--- config.mk ---
export PLATFORM = sky130hd
export DESIGN_NAME = gbt_io_top
export DESIGN_NICKNAME = d
export VERILOG_FILES = /design/src/gbt_pkg.sv /design/src/half_word_bridge.sv /design/src/joypad_shifter.sv /design/src/gbt_io_top.sv
export VERILOG_INCLUDE_DIRS = /design/src /design/src/src
export SDC_FILE = /design/constraint.sdc
export NUM_CORES = 1
export LEC_CHECK = 0
export BUFFER_PORTS_ARGS = -buffer_cell sky130_fd_sc_hd__buf_2
export CAP_MARGIN = 0
export CORE_UTILIZATION = 40
export CTS_BUF_LIST = sky130_fd_sc_hd__clkbuf_16
export CTS_CLUSTER_SIZE = 20
export DETAILED_ROUTE_END_ITERATION = 10
export PLACE_DENSITY = 0.75
export RECOVER_POWER = 25
export SETUP_SLACK_MARGIN = 0.1
export SLEW_MARGIN = 20
export SYNTH_ARGS = -nofsm -noshare
export SYNTH_HDL_FRONTEND = slang
export SYNTH_SLANG_ARGS = --single-unit
--- constraint.sdc ---
create_clock -name clk -period 3.6 [get_ports clk]
set_clock_uncertainty 0.1 [all_clocks]
set_input_delay 0.18 -clock clk [delete_from_list [all_inputs] [get_ports clk]]
set_output_delay 0.18 -clock clk [all_outputs]
set_load 0.03 [all_outputs]
--- src/gbt_cfg.svh ---
// width settings for the console io block
// softcore word address, data widths, joypad button count
//
// all widths are fixed by the sdram and softcore word sizes

`ifndef GBT_CFG_SVH
`define GBT_CFG_SVH

//////////////////////////////////////////////////
// softcore side
//////////////////////////////////////////////////
`define GBT_CPU_ADDR_W  19      // word address, byte bits dropped
`define GBT_WORD_W      32      // softcore data word

//////////////////////////////////////////////////
// sdram side
//////////////////////////////////////////////////
`define GBT_HALF_W      16      // one sdram half word

// nes pad: A B Select Start Up Down Left Right
`define GBT_PAD_BITS    8

`endif

--- src/gbt_pkg.sv ---
// shared types for the console io block
// vector typedefs for addresses, data, strobes, pad buttons
// bridge fsm state enum

`include "gbt_cfg.svh"

package gbt_pkg;

    // address and data
    typedef logic [`GBT_CPU_ADDR_W-1:0] cpu_addr_t;    // softcore word addr
    typedef logic [`GBT_CPU_ADDR_W:0]   mem_addr_t;    // word addr + half select
    typedef logic [`GBT_WORD_W-1:0]     cpu_word_t;
    typedef logic [`GBT_HALF_W-1:0]     mem_half_t;

    // byte enables
    typedef logic [`GBT_WORD_W/8-1:0]   byte_strobe_t; // one per byte of a word
    typedef logic [`GBT_HALF_W/8-1:0]   half_strobe_t; // sdram ds pair

    // bit 0 = A ... bit 7 = Right
    typedef logic [`GBT_PAD_BITS-1:0]   pad_buttons_t;

    typedef enum logic [2:0] {
        BR_IDLE,        // waiting for softcore request
        BR_WAIT_LO,     // lower half open
        BR_CAPTURE_LO,  // latch lower read data
        BR_WAIT_HI,     // upper half open
        BR_CAPTURE_HI   // return full word
    } bridge_state_t;

endpackage

--- src/half_word_bridge.sv ---
// softcore to sdram bridge
// one 32-bit softcore access becomes one or two 16-bit sdram accesses
// sdram side uses a toggle handshake, request open while req != ack

`timescale 1ns/1ps

`include "gbt_cfg.svh"

module half_word_bridge
    import gbt_pkg::*;
(
    input  logic          clk,
    input  logic          sys_resetn,

    // softcore side
    input  logic          i_cpu_valid,
    input  cpu_addr_t     i_cpu_addr,
    input  cpu_word_t     i_cpu_wdata,
    input  byte_strobe_t  i_cpu_wstrb,   // all zero = read
    output cpu_word_t     o_cpu_rdata,
    output logic          o_cpu_ready,   // single cycle pulse

    // sdram side
    output logic          o_mem_req,     // toggles per request
    output mem_addr_t     o_mem_addr,
    output mem_half_t     o_mem_din,
    output half_strobe_t  o_mem_ds,
    output logic          o_mem_we,
    input  logic          i_mem_ack,     // toggles when done
    input  mem_half_t     i_mem_dout
);

bridge_state_t  state;
logic           valid_q;        // last i_cpu_valid, for edge detect
logic           pending;        // edge seen while busy
logic           half_sel;       // 0 lower half, 1 upper half
mem_half_t      lo_hold;        // lower read half

logic           new_req;
logic           is_write;
logic           mem_done;
half_strobe_t   lo_strb;
half_strobe_t   hi_strb;

assign new_req  = i_cpu_valid & ~valid_q;
assign is_write = |i_cpu_wstrb;
assign mem_done = (o_mem_req == i_mem_ack);  // no request open
assign lo_strb  = i_cpu_wstrb[1:0];
assign hi_strb  = i_cpu_wstrb[3:2];

// host holds addr/data until ready, so steer straight from the inputs
assign o_mem_addr = {i_cpu_addr, half_sel};
assign o_mem_din  = half_sel ? i_cpu_wdata[`GBT_WORD_W-1:`GBT_HALF_W]
                             : i_cpu_wdata[`GBT_HALF_W-1:0];

//////////////////////////////////////////////////
// request fsm
//////////////////////////////////////////////////
always_ff @(posedge clk) begin
    if (!sys_resetn) begin
        state       <= BR_IDLE;
        valid_q     <= 1'b0;
        pending     <= 1'b0;
        half_sel    <= 1'b0;
        o_cpu_ready <= 1'b0;
        o_mem_req   <= 1'b0;
        o_mem_ds    <= '0;
        o_mem_we    <= 1'b0;
    end else begin
        valid_q     <= i_cpu_valid;
        o_cpu_ready <= 1'b0;            // pulse default
        if (new_req)
            pending <= 1'b1;            // remembered if busy

        case (state)
            BR_IDLE: begin
                if (new_req || pending) begin
                    pending   <= 1'b0;
                    o_mem_req <= ~o_mem_req;
                    o_mem_we  <= is_write;  // latched for whole access
                    if (is_write && lo_strb == '0) begin
                        // lower half untouched, go straight up
                        half_sel <= 1'b1;
                        o_mem_ds <= hi_strb;
                        state    <= BR_WAIT_HI;
                    end else begin
                        half_sel <= 1'b0;
                        o_mem_ds <= is_write ? lo_strb : 2'b11;
                        state    <= BR_WAIT_LO;
                    end
                end
            end

            BR_WAIT_LO: begin
                if (mem_done) begin
                    if (!o_mem_we) begin
                        state <= BR_CAPTURE_LO;     // read, data one cycle on
                    end else if (hi_strb == '0) begin
                        o_cpu_ready <= 1'b1;        // lower-only write done
                        state       <= BR_IDLE;
                    end else begin
                        o_mem_req <= ~o_mem_req;    // upper write
                        half_sel  <= 1'b1;
                        o_mem_ds  <= hi_strb;
                        state     <= BR_WAIT_HI;
                    end
                end
            end

            BR_CAPTURE_LO: begin
                // lower data latched this cycle, issue upper read
                o_mem_req <= ~o_mem_req;
                half_sel  <= 1'b1;
                o_mem_ds  <= 2'b11;
                state     <= BR_WAIT_HI;
            end

            BR_WAIT_HI: begin
                if (mem_done) begin
                    if (o_mem_we) begin
                        o_cpu_ready <= 1'b1;
                        state       <= BR_IDLE;
                    end else begin
                        state <= BR_CAPTURE_HI;
                    end
                end
            end

            BR_CAPTURE_HI: begin
                o_cpu_ready <= 1'b1;            // rdata valid with this
                state       <= BR_IDLE;
            end

            default: state <= BR_IDLE;
        endcase
    end
end

//////////////////////////////////////////////////
// read data path
//////////////////////////////////////////////////
// dout is held by the sdram side until the next request
always_ff @(posedge clk) begin
    if (state == BR_CAPTURE_LO)
        lo_hold <= i_mem_dout;
    if (state == BR_CAPTURE_HI)
        o_cpu_rdata <= {i_mem_dout, lo_hold};   // upper : lower
end

endmodule

--- src/joypad_shifter.sv ---
// one serial nes joypad port
// button latch while strobe high, right shift on falling pad clock

`timescale 1ns/1ps

`include "gbt_cfg.svh"

module joypad_shifter
    import gbt_pkg::*;
(
    input  logic          clk,
    input  logic          sys_resetn,
    input  logic          i_strobe,      // latch buttons while high
    input  logic          i_pad_clk,     // shift clock from the console
    input  pad_buttons_t  i_buttons,     // A in bit 0
    output logic          o_data         // serial button bit
);

pad_buttons_t  shift_q;
logic          pad_clk_q;               // registered pad clock
logic          pad_clk_fall;

// edge against the registered copy, so shift lands one cycle after the fall
assign pad_clk_fall = pad_clk_q & ~i_pad_clk;

//////////////////////////////////////////////////
// latch and shift
//////////////////////////////////////////////////
always_ff @(posedge clk) begin
    if (!sys_resetn) begin
        shift_q   <= '1;                // idle line high
        pad_clk_q <= 1'b0;
    end else begin
        pad_clk_q <= i_pad_clk;
        if (i_strobe) begin
            shift_q <= i_buttons;       // reload every cycle
        end else if (pad_clk_fall) begin
            // ones fill from the top, extra clocks read high
            shift_q <= {1'b1, shift_q[`GBT_PAD_BITS-1:1]};
        end
    end
end

// current bit 0 straight from the shift register
assign o_data = shift_q[0];

endmodule

--- src/gbt_io_top.sv ---
// console io top level
// softcore to sdram half-word bridge
// two serial joypad ports sharing one strobe

`timescale 1ns/1ps

module gbt_io_top
    import gbt_pkg::*;
(
    input  logic          clk,
    input  logic          sys_resetn,

    // softcore memory port
    input  logic          i_cpu_valid,
    input  cpu_addr_t     i_cpu_addr,
    input  cpu_word_t     i_cpu_wdata,
    input  byte_strobe_t  i_cpu_wstrb,
    output cpu_word_t     o_cpu_rdata,
    output logic          o_cpu_ready,

    // sdram half-word port
    output logic          o_mem_req,
    output mem_addr_t     o_mem_addr,
    output mem_half_t     o_mem_din,
    output half_strobe_t  o_mem_ds,
    output logic          o_mem_we,
    input  logic          i_mem_ack,
    input  mem_half_t     i_mem_dout,

    // joypads, bit 0 = pad 1
    input  logic          i_joy_strobe,
    input  logic [1:0]    i_joy_clk,
    input  pad_buttons_t  i_pad1_btns,
    input  pad_buttons_t  i_pad2_btns,
    output logic [1:0]    o_joy_data
);

//////////////////////////////////////////////////
// memory bridge
//////////////////////////////////////////////////
half_word_bridge u_bridge (
    .clk         (clk),
    .sys_resetn  (sys_resetn),
    .i_cpu_valid (i_cpu_valid),
    .i_cpu_addr  (i_cpu_addr),
    .i_cpu_wdata (i_cpu_wdata),
    .i_cpu_wstrb (i_cpu_wstrb),
    .o_cpu_rdata (o_cpu_rdata),
    .o_cpu_ready (o_cpu_ready),
    .o_mem_req   (o_mem_req),
    .o_mem_addr  (o_mem_addr),
    .o_mem_din   (o_mem_din),
    .o_mem_ds    (o_mem_ds),
    .o_mem_we    (o_mem_we),
    .i_mem_ack   (i_mem_ack),
    .i_mem_dout  (i_mem_dout)
);

//////////////////////////////////////////////////
// joypad ports
//////////////////////////////////////////////////
joypad_shifter u_pad1 (
    .clk        (clk),
    .sys_resetn (sys_resetn),
    .i_strobe   (i_joy_strobe),    // shared strobe
    .i_pad_clk  (i_joy_clk[0]),
    .i_buttons  (i_pad1_btns),
    .o_data     (o_joy_data[0])
);

joypad_shifter u_pad2 (
    .clk        (clk),
    .sys_resetn (sys_resetn),
    .i_strobe   (i_joy_strobe),
    .i_pad_clk  (i_joy_clk[1]),    // own clock per port
    .i_buttons  (i_pad2_btns),
    .o_data     (o_joy_data[1])
);

endmodule

; Word level (Yosys, flattened, before mapping)
; Index checks and enable logic that the tools add are counted.
[word_totals]
regBits = 77
input_bits = 94
output_inout_bits = 75
wordCells = 83
[classes]
eq_ne = 10
mux = 40
n_bitwise = 7
reduce_logical = 12
[op_table]
columns = cell, count
row1 = 8-bit 2-to-1 mux, 4
row2 = 1-bit 2-to-1 mux, 17
row3 = 16-bit 2-to-1 mux, 1
row4 = 2-bit 2-to-1 mux, 8
row5 = 3-bit 2-to-1 mux, 5
row6 = 3-bit case mux with 4 select lines, 1
row7 = 1-bit case mux with 3 select lines, 3
row8 = 2-bit by 1-bit inequality test with 1-bit output (second input constant), 4
row9 = 3-bit by 2-bit == test with 1-bit output (second input constant), 2
row10 = 2-bit case mux with 3 select lines, 1
row11 = 5-bit AND reduction, 1
row12 = 2-bit logical NOT, 2
row13 = 1-bit inverter, 4
row14 = 2-bit nonzero test, 2
row15 = 4-bit OR reduction, 1
row16 = 1-bit AND, 3
row17 = 3-bit by 1-bit == test with 1-bit output (second input constant), 1
row18 = 3-bit == test (second input constant), 1
row19 = 3-bit logical NOT, 1
row20 = 3-bit AND reduction, 1
row21 = 3-bit nonzero test, 1
row22 = 2-bit inequality test (second input constant), 1
row23 = 2-bit AND reduction, 1
row24 = 1-bit == test, 1
row25 = other kinds (2), 2

; Depth between registers and ports, before layout
; Gate-level depths: netlist (run 1).
[logic_depth]
ltp_word = 5
mapped_depth = 7
mapped_depth_nobuf = 5

; Modules after synthesis
; From an unflattened synthesis (run 1), not the netlist that was laid out.
[unflattened]
cells_unflattened = 242
hier_area_um2 = 3261.9
[modules_own_cells]
columns = module, n_inst, cells_each, area_each_um2, seq_area_each_um2
row1 = half_word_bridge, 1, 154, 2381.0, 1661.6
row2 = joypad_shifter, 2, 44, 440.4, 180.2

; Worst setup path before layout (run 1)
; No wires, ideal clock.
[synth_timing]
path_type = flip-flop to flip-flop
from = register u_bridge.state[1]
to = register u_bridge.o_cpu_rdata[0], enable pin
setup_time_ps = 470
t_arrival_ps = 2982
required_ps = 3030
setup_slack_ps = 48
path_stages_with_launch = 3
n_path_buf = 1
synth_period_minus_slack_ps = 3552
path_cell_list = dfxtp_1 -> clkbuf_1 -> nor3b_1
[synth_via]
elab_chain_len = 1
[synth_rtl]
columns = item, line
row1 = start: declaration, half_word_bridge.sv:33  ; bridge_state_t state;
row2 = start signal: assignment, half_word_bridge.sv:61  ; state <= BR_IDLE;
row3 = start signal: assignment, half_word_bridge.sv:85  ; state <= BR_WAIT_HI;
row4 = start signal: assignment, half_word_bridge.sv:89  ; state <= BR_WAIT_LO;
row5 = 3-bit == test, half_word_bridge.sv:146  ; if (state == BR_CAPTURE_HI)
row6 = end signal: assignment, half_word_bridge.sv:147  ; o_cpu_rdata <= {i_mem_dout, lo_hold};
row7 = end: declaration, half_word_bridge.sv:20  ; output cpu_word_t o_cpu_rdata,
; No other way between the ends.
; A chain may end at the register's enable or synchronous reset.

; Final worst setup path (run 1)
[layout_timing]
from = register u_bridge.half_sel
to = output port o_mem_din[10]
[layout_via]
elab_chain_len = 1
[layout_rtl]
columns = item, line
row1 = start: declaration, half_word_bridge.sv:36  ; logic half_sel;
row2 = start signal: assignment, half_word_bridge.sv:64  ; half_sel <= 1'b0;
row3 = start signal: assignment, half_word_bridge.sv:83  ; half_sel <= 1'b1;
row4 = start signal: assignment, half_word_bridge.sv:87  ; half_sel <= 1'b0;
row5 = 16-bit 2-to-1 mux, half_word_bridge.sv:53  ; assign o_mem_din = half_sel ? i_cpu_wdata[`GBT_WORD_W-1:`GBT_HALF_W]
row6 = end: declaration, gbt_io_top.sv:24  ; output mem_half_t o_mem_din,
; No other way between the ends.

==> results of run 1 <==
report_power, final:
group / leakage [nW] / switching (mW) / internal (mW)
sequential: 0.674 / 0.0548 / 1.00
combinational: 0.984 / 0.229 / 0.185
clock: 0.135 / 0.361 / 0.477
state kept, by name (all words and copies together), names as in the netlist, 2 cells and up:
signal / count
u_bridge.lo_hold: 16
u_bridge.o_cpu_rdata: 32
u_bridge.o_mem_ds: 2
u_bridge.state: 3
u_pad1.shift_q: 8
u_pad2.shift_q: 8
stage by stage:
| step | util (%) | instance area [um2] | std cells | setup slack [ns] |
|---|---|---|---|---|
| 2_1_floorplan | - | 3186 | 232 | 1.206 |
| 3_3_place_gp | 48.58 | 3754 | 432 | 1.902 |
| 3_5_place_dp | 48.58 | 3754 | 432 | 1.877 |
| 4_1_cts | 56.51 | 4367 | 481 | 1.557 |
| 5_1_grt | 56.40 | 4358 | 481 | 1.480 |
| 6_report | 56.40 | 4358 | 481 | 1.610 |
Yosys cell counts, types with 2 or more instances:
| cell | number |
|---|---|
| a211oi_1 | 2 |
| a311oi_1 | 5 |
| and2_1 | 4 |
| buf_2 | 2 |
| buf_4 | 22 |
| buf_6 | 2 |
| clkbuf_1 | 7 |
| dfxtp_1 | 29 |
| edfxtp_1 | 48 |
| inv_1 | 3 |
| mux2_2 | 30 |
| mux2i_1 | 16 |
| nand2_1 | 17 |
| nand2b_1 | 5 |
| nor2_1 | 10 |
| nor2b_1 | 6 |
| nor3_1 | 7 |
| o21ai_0 | 3 |
| xor2_1 | 2 |
layout make-up:
cell class	instances	area [um2]	area share, %
Sequential cell	77	2022	46.40
Timing Repair Buffer	164	979.7	22.48
Multi-Input combinational cell	119	934.6	21.45
Clock buffer	9	225.2	5.168
Tap cell	102	127.6	2.929
Clock inverter	7	57.56	1.321
Inverter	3	11.26	0.2584
placed cells by master (no fill, tap or decap), types with 7 or more instances in the layout:
| cell | n |
|---|---|
| buf_2 | 123 |
| edfxtp_1 | 48 |
| dlygate4sd3_1 | 33 |
| mux2_2 | 30 |
| dfxtp_1 | 29 |
| nand2_1 | 17 |
| mux2i_1 | 16 |
| nor2_1 | 10 |
| clkbuf_16 | 9 |
| nor3_1 | 7 |
| clkbuf_1 | 7 |
timing repair:
action	in CTS	in global routing
hold buffers	33	0
endpoints found under the hold margin	49	0
resized for setup	0	0
how the worst max path moves through the flow:
stage / endpoint / cells after the start
after floorplan: u_bridge.o_cpu_rdata[0] / 2
after global placement: u_bridge.lo_hold[13] / 2
after detailed placement: u_bridge.lo_hold[13] / 2
after CTS: o_mem_din[14] / 2
after global routing: o_mem_din[10] / 2
final: o_mem_din[10] / 2
layer usage:
| layer | routed length, um | share of wire (%) | vias up |
|---|---|---|---|
| met1 | 2638 | 44 | 1012 |
| li1 | - | - | 1096 |
| met3 | 377 | 6.2 | 13 |
| met2 | 2918 | 48 | 94 |
| met5 | 0 | 0 | - |
| met4 | 126 | 2.1 | 0 |
worst max-delay path, cell delays in order, from the launching register on:
cell,delay (ns)
dfxtp_1,0.79
mux2_2,0.41
buf_2,0.18
kinds of logic after synthesis:
group,share of synthesized area [%]
AOI/OAI and AO/OA,3.737
buffers and inverters,7.396
xor gates and xnor gates,1.062
muxes,15.66
DFF,63.57
and+or+nand+nor,8.576
==> flow_summary.yaml, run 1 <==
outcome:
  status: "finished clean"
power_and_ir_drop:
  vdd_drop_max_v: 0.0002892
  p_per_area_mw_per_mm2: 530.4
  finalPower_mw: 2.311
  leakagePower_nw: 1.793
synth:
  async_flop_share_pct: 0
  yosys_warnings: 0
  netlist_instances: 232
  yosysSeqAreaShare_pct: 63.57
  synth_ff_type: "edfxtp_1"
  synth_fp_nets: 326
  synth_area_leaders: "edfxtp_1, dfxtp_1, mux2_2"
  synth_edf_count: 48
  ys_ff_latch: 77
  yosysTopAreaCell: "edfxtp_1"
  syn_area_per_cell_um2: 13.71
  synth.distinct_cells: 31
  synth_top_area_share_pct: 45.32
  syn-cell-area_mm2: 0.003181
detailed_routing:
  drcViolationCount: 0
  wl_per_cell_um: 12.60
  via_count: 2215
  first_pass_iters: 4
  drtIter0Drc: 100
  drt_wl_total_um: 6060
  viasPerCell: 4.605
  drtAntennaViolNets: 0
run:
  max-cap-violations: 0
worst_setup_path:
  r2r_end: "u_bridge.lo_hold[2]"
  cp_max_fo: 18
  crit_path_end_kind: "primary output"
  rrSetupSlack_ns: 1.87
  critPathLaunchType: "flip-flop"
  critPathRequiredTime_ns: 3.32
  startpoint: "u_bridge.half_sel"
  crit_arrival_ns: 1.71
  rr_startpoint: "u_bridge.state[0]"
  r2r_cells: 2
  worstSetupPathType: "reg -> out"
global_route:
  grt_pass1_vias: 2129
  grtUsageMet3_pct: 4.606
  gr-usage-met2_pct: 25.06
  track_usage_pct: 15.34
  grt_max_degree: 34
  grt_pass1_wl_um: 9832
  gr-total-overflow: 0
  antenna_found_initial: 0
  busiest_layer: "met2"
  use_met1_pct: 18.22
sta:
  fmax_mhz: 502.6
  finalSetupViolCount: 0
  rsz0062_at_grt: "false"
  tns_ns: 0
  hold_violations: 0
  worst_slew_pin_slew_ns: 0.7330
  slew_headroom_pct: 51.07
  fin_crit_sh_pct: 55.27
  min_period_ns: 1.990
  fin_hold_ws_ns: 0.03346
  drv_slew: 0
hold_path:
  hold_start: "i_pad1_btns[7]"
  hp-class: "in -> reg"
  min_path_cells: 3
  hold_end: "u_pad1.shift_q[7]"
clock_network:
  cts_buffer_depth: 2
  cts_tree: "built"
  cts_sinks: 77
  path_clk_slew_ns: 0.06
  clock-root-buffer: "clkbuf_16"
  postCtsSetupRepairBufs: 0
  h-tree-depth: 3
  clk_latency_ns: 0.32
  cts_buffers: 9
place:
  dp_hpwl_um: 4224
  io_buffer_count: 130
  finalWeightedCongestion: 0.8328
floorplan:
  core.rowCount: 32
  start_util_pct: 41.16
  core_mm2: 0.007727
  ioPinCount: 169
  dieArea_mm2: 0.008312
  die_h_um: 91.17
  die_x_um: 91.17
final_layout:
  drive_above_1_share_pct: 46.17
  area_growth_pct: 37.02
  diodes: 0
  nNetsFinal: 468
  fillers: 632
(Power assumes the default switching activity.)
==> inputs of run 2 (changes only) <==
--- a/config.mk
+++ b/config.mk
@@ -12,7 +12,7 @@
 export CTS_BUF_LIST = sky130_fd_sc_hd__clkbuf_16
 export CTS_CLUSTER_SIZE = 20
 export DETAILED_ROUTE_END_ITERATION = 10
-export PLACE_DENSITY = 0.75
+export PLACE_DENSITY = 0.72
 export RECOVER_POWER = 25
 export SETUP_SLACK_MARGIN = 0.1
 export SLEW_MARGIN = 20
==> constraint.sdc (replaced) <==
create_clock -name clk -period 1.9 [get_ports clk]
set_clock_uncertainty 0.1 [all_clocks]
set_input_delay 0.095 -clock clk [delete_from_list [all_inputs] [get_ports clk]]
set_output_delay 0.095 -clock clk [all_outputs]
set_load 0.03 [all_outputs]
==> run 2 against run 1 <==
Compared with the run above: clock power increased by 100%; hold slack better by 0.0046 ns; setup slack got worse by 1.4 ns; register-to-register slack got worse by 1.7 ns; non-clock buffer count rose by 6; power is 95% higher; global-route usage is 0.62 points higher; utilization grew 1.1 points; flip-flop and latch count unchanged.
==> flow_summary.yaml, run 2 (same netlist as run 1, synthesis figures left out) <==
place:
  dp_slack_ns: 0.2217
  dp_hpwl_um: 4297
  finalWeightedCongestion: 0.8247
  post_dp_cell_area_mm2: 0.003797
  dp_cells: 436
  io_buffer_count: 130
detailed_routing:
  drtAntennaViolNets: 0
  via_count: 2247
  first_pass_iters: 5
  drtIter0Drc: 94
  drt_wl_total_um: 6247
  drcViolationCount: 0
  viasPerCell: 4.614
  wl_per_cell_um: 12.83
floorplan:
  die_h_um: 91.17
  ioPinCount: 169
  core.rowCount: 32
  dieArea_mm2: 0.008312
  die_x_um: 91.17
  core_mm2: 0.007727
  start_util_pct: 41.16
final_layout:
  fin_area_mm2: 0.004444
  fillers: 640
  final_common_cell: "buf_2"
  nNetsFinal: 474
  reg.largest.list: "u_bridge.o_cpu_rdata (32), u_bridge.lo_hold (16)"
  final_cell_mix: "buf_2, edfxtp_1, dlygate4sd3_1"
  ff_latch_area_mm2: 0.002023
  multi_input_area_um2: 934.6
  diodes: 0
  area_growth_pct: 39.73
  fin_cells: 487
  largest_reg_flops: 32
  top_register: "u_bridge.o_cpu_rdata"
  drive_above_1_share_pct: 46.75
global_route:
  grt_max_degree: 34
  gr-total-overflow: 0
  grt_pass1_wl_um: 10250
  antenna_found_initial: 0
  track_usage_pct: 15.96
  grt_pass1_vias: 2248
clock_network:
  cts_buffer_depth: 2
  cts_buffers: 9
  cts_resized: 0
  clock-root-buffer: "clkbuf_16"
  path_clk_slew_ns: 0.06
  cts_tree: "built"
  clk_latency_ns: 0.32
  h-tree-depth: 3
  cts_sinks: 77
  postCtsSetupRepairBufs: 0
power_and_ir_drop:
  vdd_drop_max_v: 0.0004155
  leakagePower_nw: 1.839
  p_per_area_mw_per_mm2: 1014
sta:
  fin_crit_sh_pct: 88.62
  hold_violations: 0
  worst_slew_pin_slew_ns: 0.4667
  slew_headroom_pct: 68.89
  tns_ns: 0
  drv_slew: 0
  finalWorstSetupSlack_ns: 0.2162
  finalSetupViolCount: 0
  rsz0062_at_grt: "false"
  min_period_ns: 1.684
  fmax_mhz: 593.9
worst_setup_path:
  crit_path_end_kind: "flip-flop"
  path_cells: "and2b_1 -> nand3_2 -> o31a_1 -> a21o_1 -> a21oi_2"
  worstSetupPathType: "reg -> reg"
  rr_startpoint: "u_bridge.state[0]"
  crit_arrival_ns: 1.84
  cp_max_fo: 10
  critPathMaxStageDelay_ns: 0.55
  r2r_end: "u_bridge.half_sel"
  startpoint: "u_bridge.state[0]"
  r2r_cells: 5
  critical_path.slowest_cell: "dfxtp_1"
  rrSetupSlack_ns: 0.22
  critPathRequiredTime_ns: 2.06
  critPathLaunchType: "flip-flop"
run:
  max-cap-violations: 0
hold_path:
  min_path_cells: 2
  hold_start: "sys_resetn"
  hold_end: "u_pad2.shift_q[0]"
  hp-class: "in -> reg"
outcome:
  status: "finished clean"
==> run 2: changes by cell type in the layout (fill, tap and decap cells not counted), sizes merged <==
cell	before	now
bufinv	0	1
buf	124	128
dlygate4sd3	33	35
clkinvlp	2	1
==> run 2: final cells by class <==
| type | instances | share of cell area (%) |
|---|---|---|
| Sequential cell | 77 | 45.52 |
| Timing Repair Buffer | 170 | 23.45 |
| Multi-Input combinational cell | 119 | 21.03 |
| Clock buffer | 9 | 5.068 |
| Tap cell | 102 | 2.872 |
| Clock inverter | 7 | 1.802 |
| Inverter | 3 | 0.2534 |
==> run 2: report_power, final <==
group          internal (mW)  switching (mW)  leakage (nW)
clock                   1.04           0.665         0.149
combinational          0.367           0.459          1.02
sequential              1.90          0.0770         0.674
total                   3.31            1.20          1.84
==> run 2: worst max-delay path, delay by kind of cell, from the launching register on <==
family           cells  cell delay, ns
AND/OR/NAND/NOR      2            0.31
flip-flops           1            0.55
AO/OA/AOI/OAI        3            0.66
==> run 2: per-stage QoR <==
stage          utilization, %  hold WS (ns)  total power [mW]
2_1_floorplan               -       0.09387             2.668
3_3_place_gp            49.14       0.09020             2.768
4_1_cts                 57.63       0.03458             4.566
5_1_grt                 57.51       0.05005             4.718
6_report                57.51       0.03803             4.507
3_5_place_dp            49.14       0.09020             2.793
==> run 2: metal layers <==
metal / GRT usage [%] / up-vias / share of wire, %
met5: 0 / - / 0
met3: 5.444 / 10 / 6.7
li1: - / 1108 / -
met1: 18.00 / 1034 / 41
met4: 5.423 / 0 / 1.5
met2: 28.09 / 95 / 50
==> run 2: worst max-delay path by stage <==
stage	slack [ns]	end
after floorplan	0.03	u_bridge.o_cpu_rdata[0]
after global placement	0.30	u_bridge.half_sel
after detailed placement	0.22	u_bridge.half_sel
after CTS	0.21	u_bridge.half_sel
after global routing	0.12	u_bridge.o_mem_ds[0]
final	0.22	u_bridge.half_sel
==> run 2: repair_timing <==
action	in CTS	in global routing
endpoints found under the hold margin	51	0
endpoints found under the setup margin	0	0
hold buffers	35	0
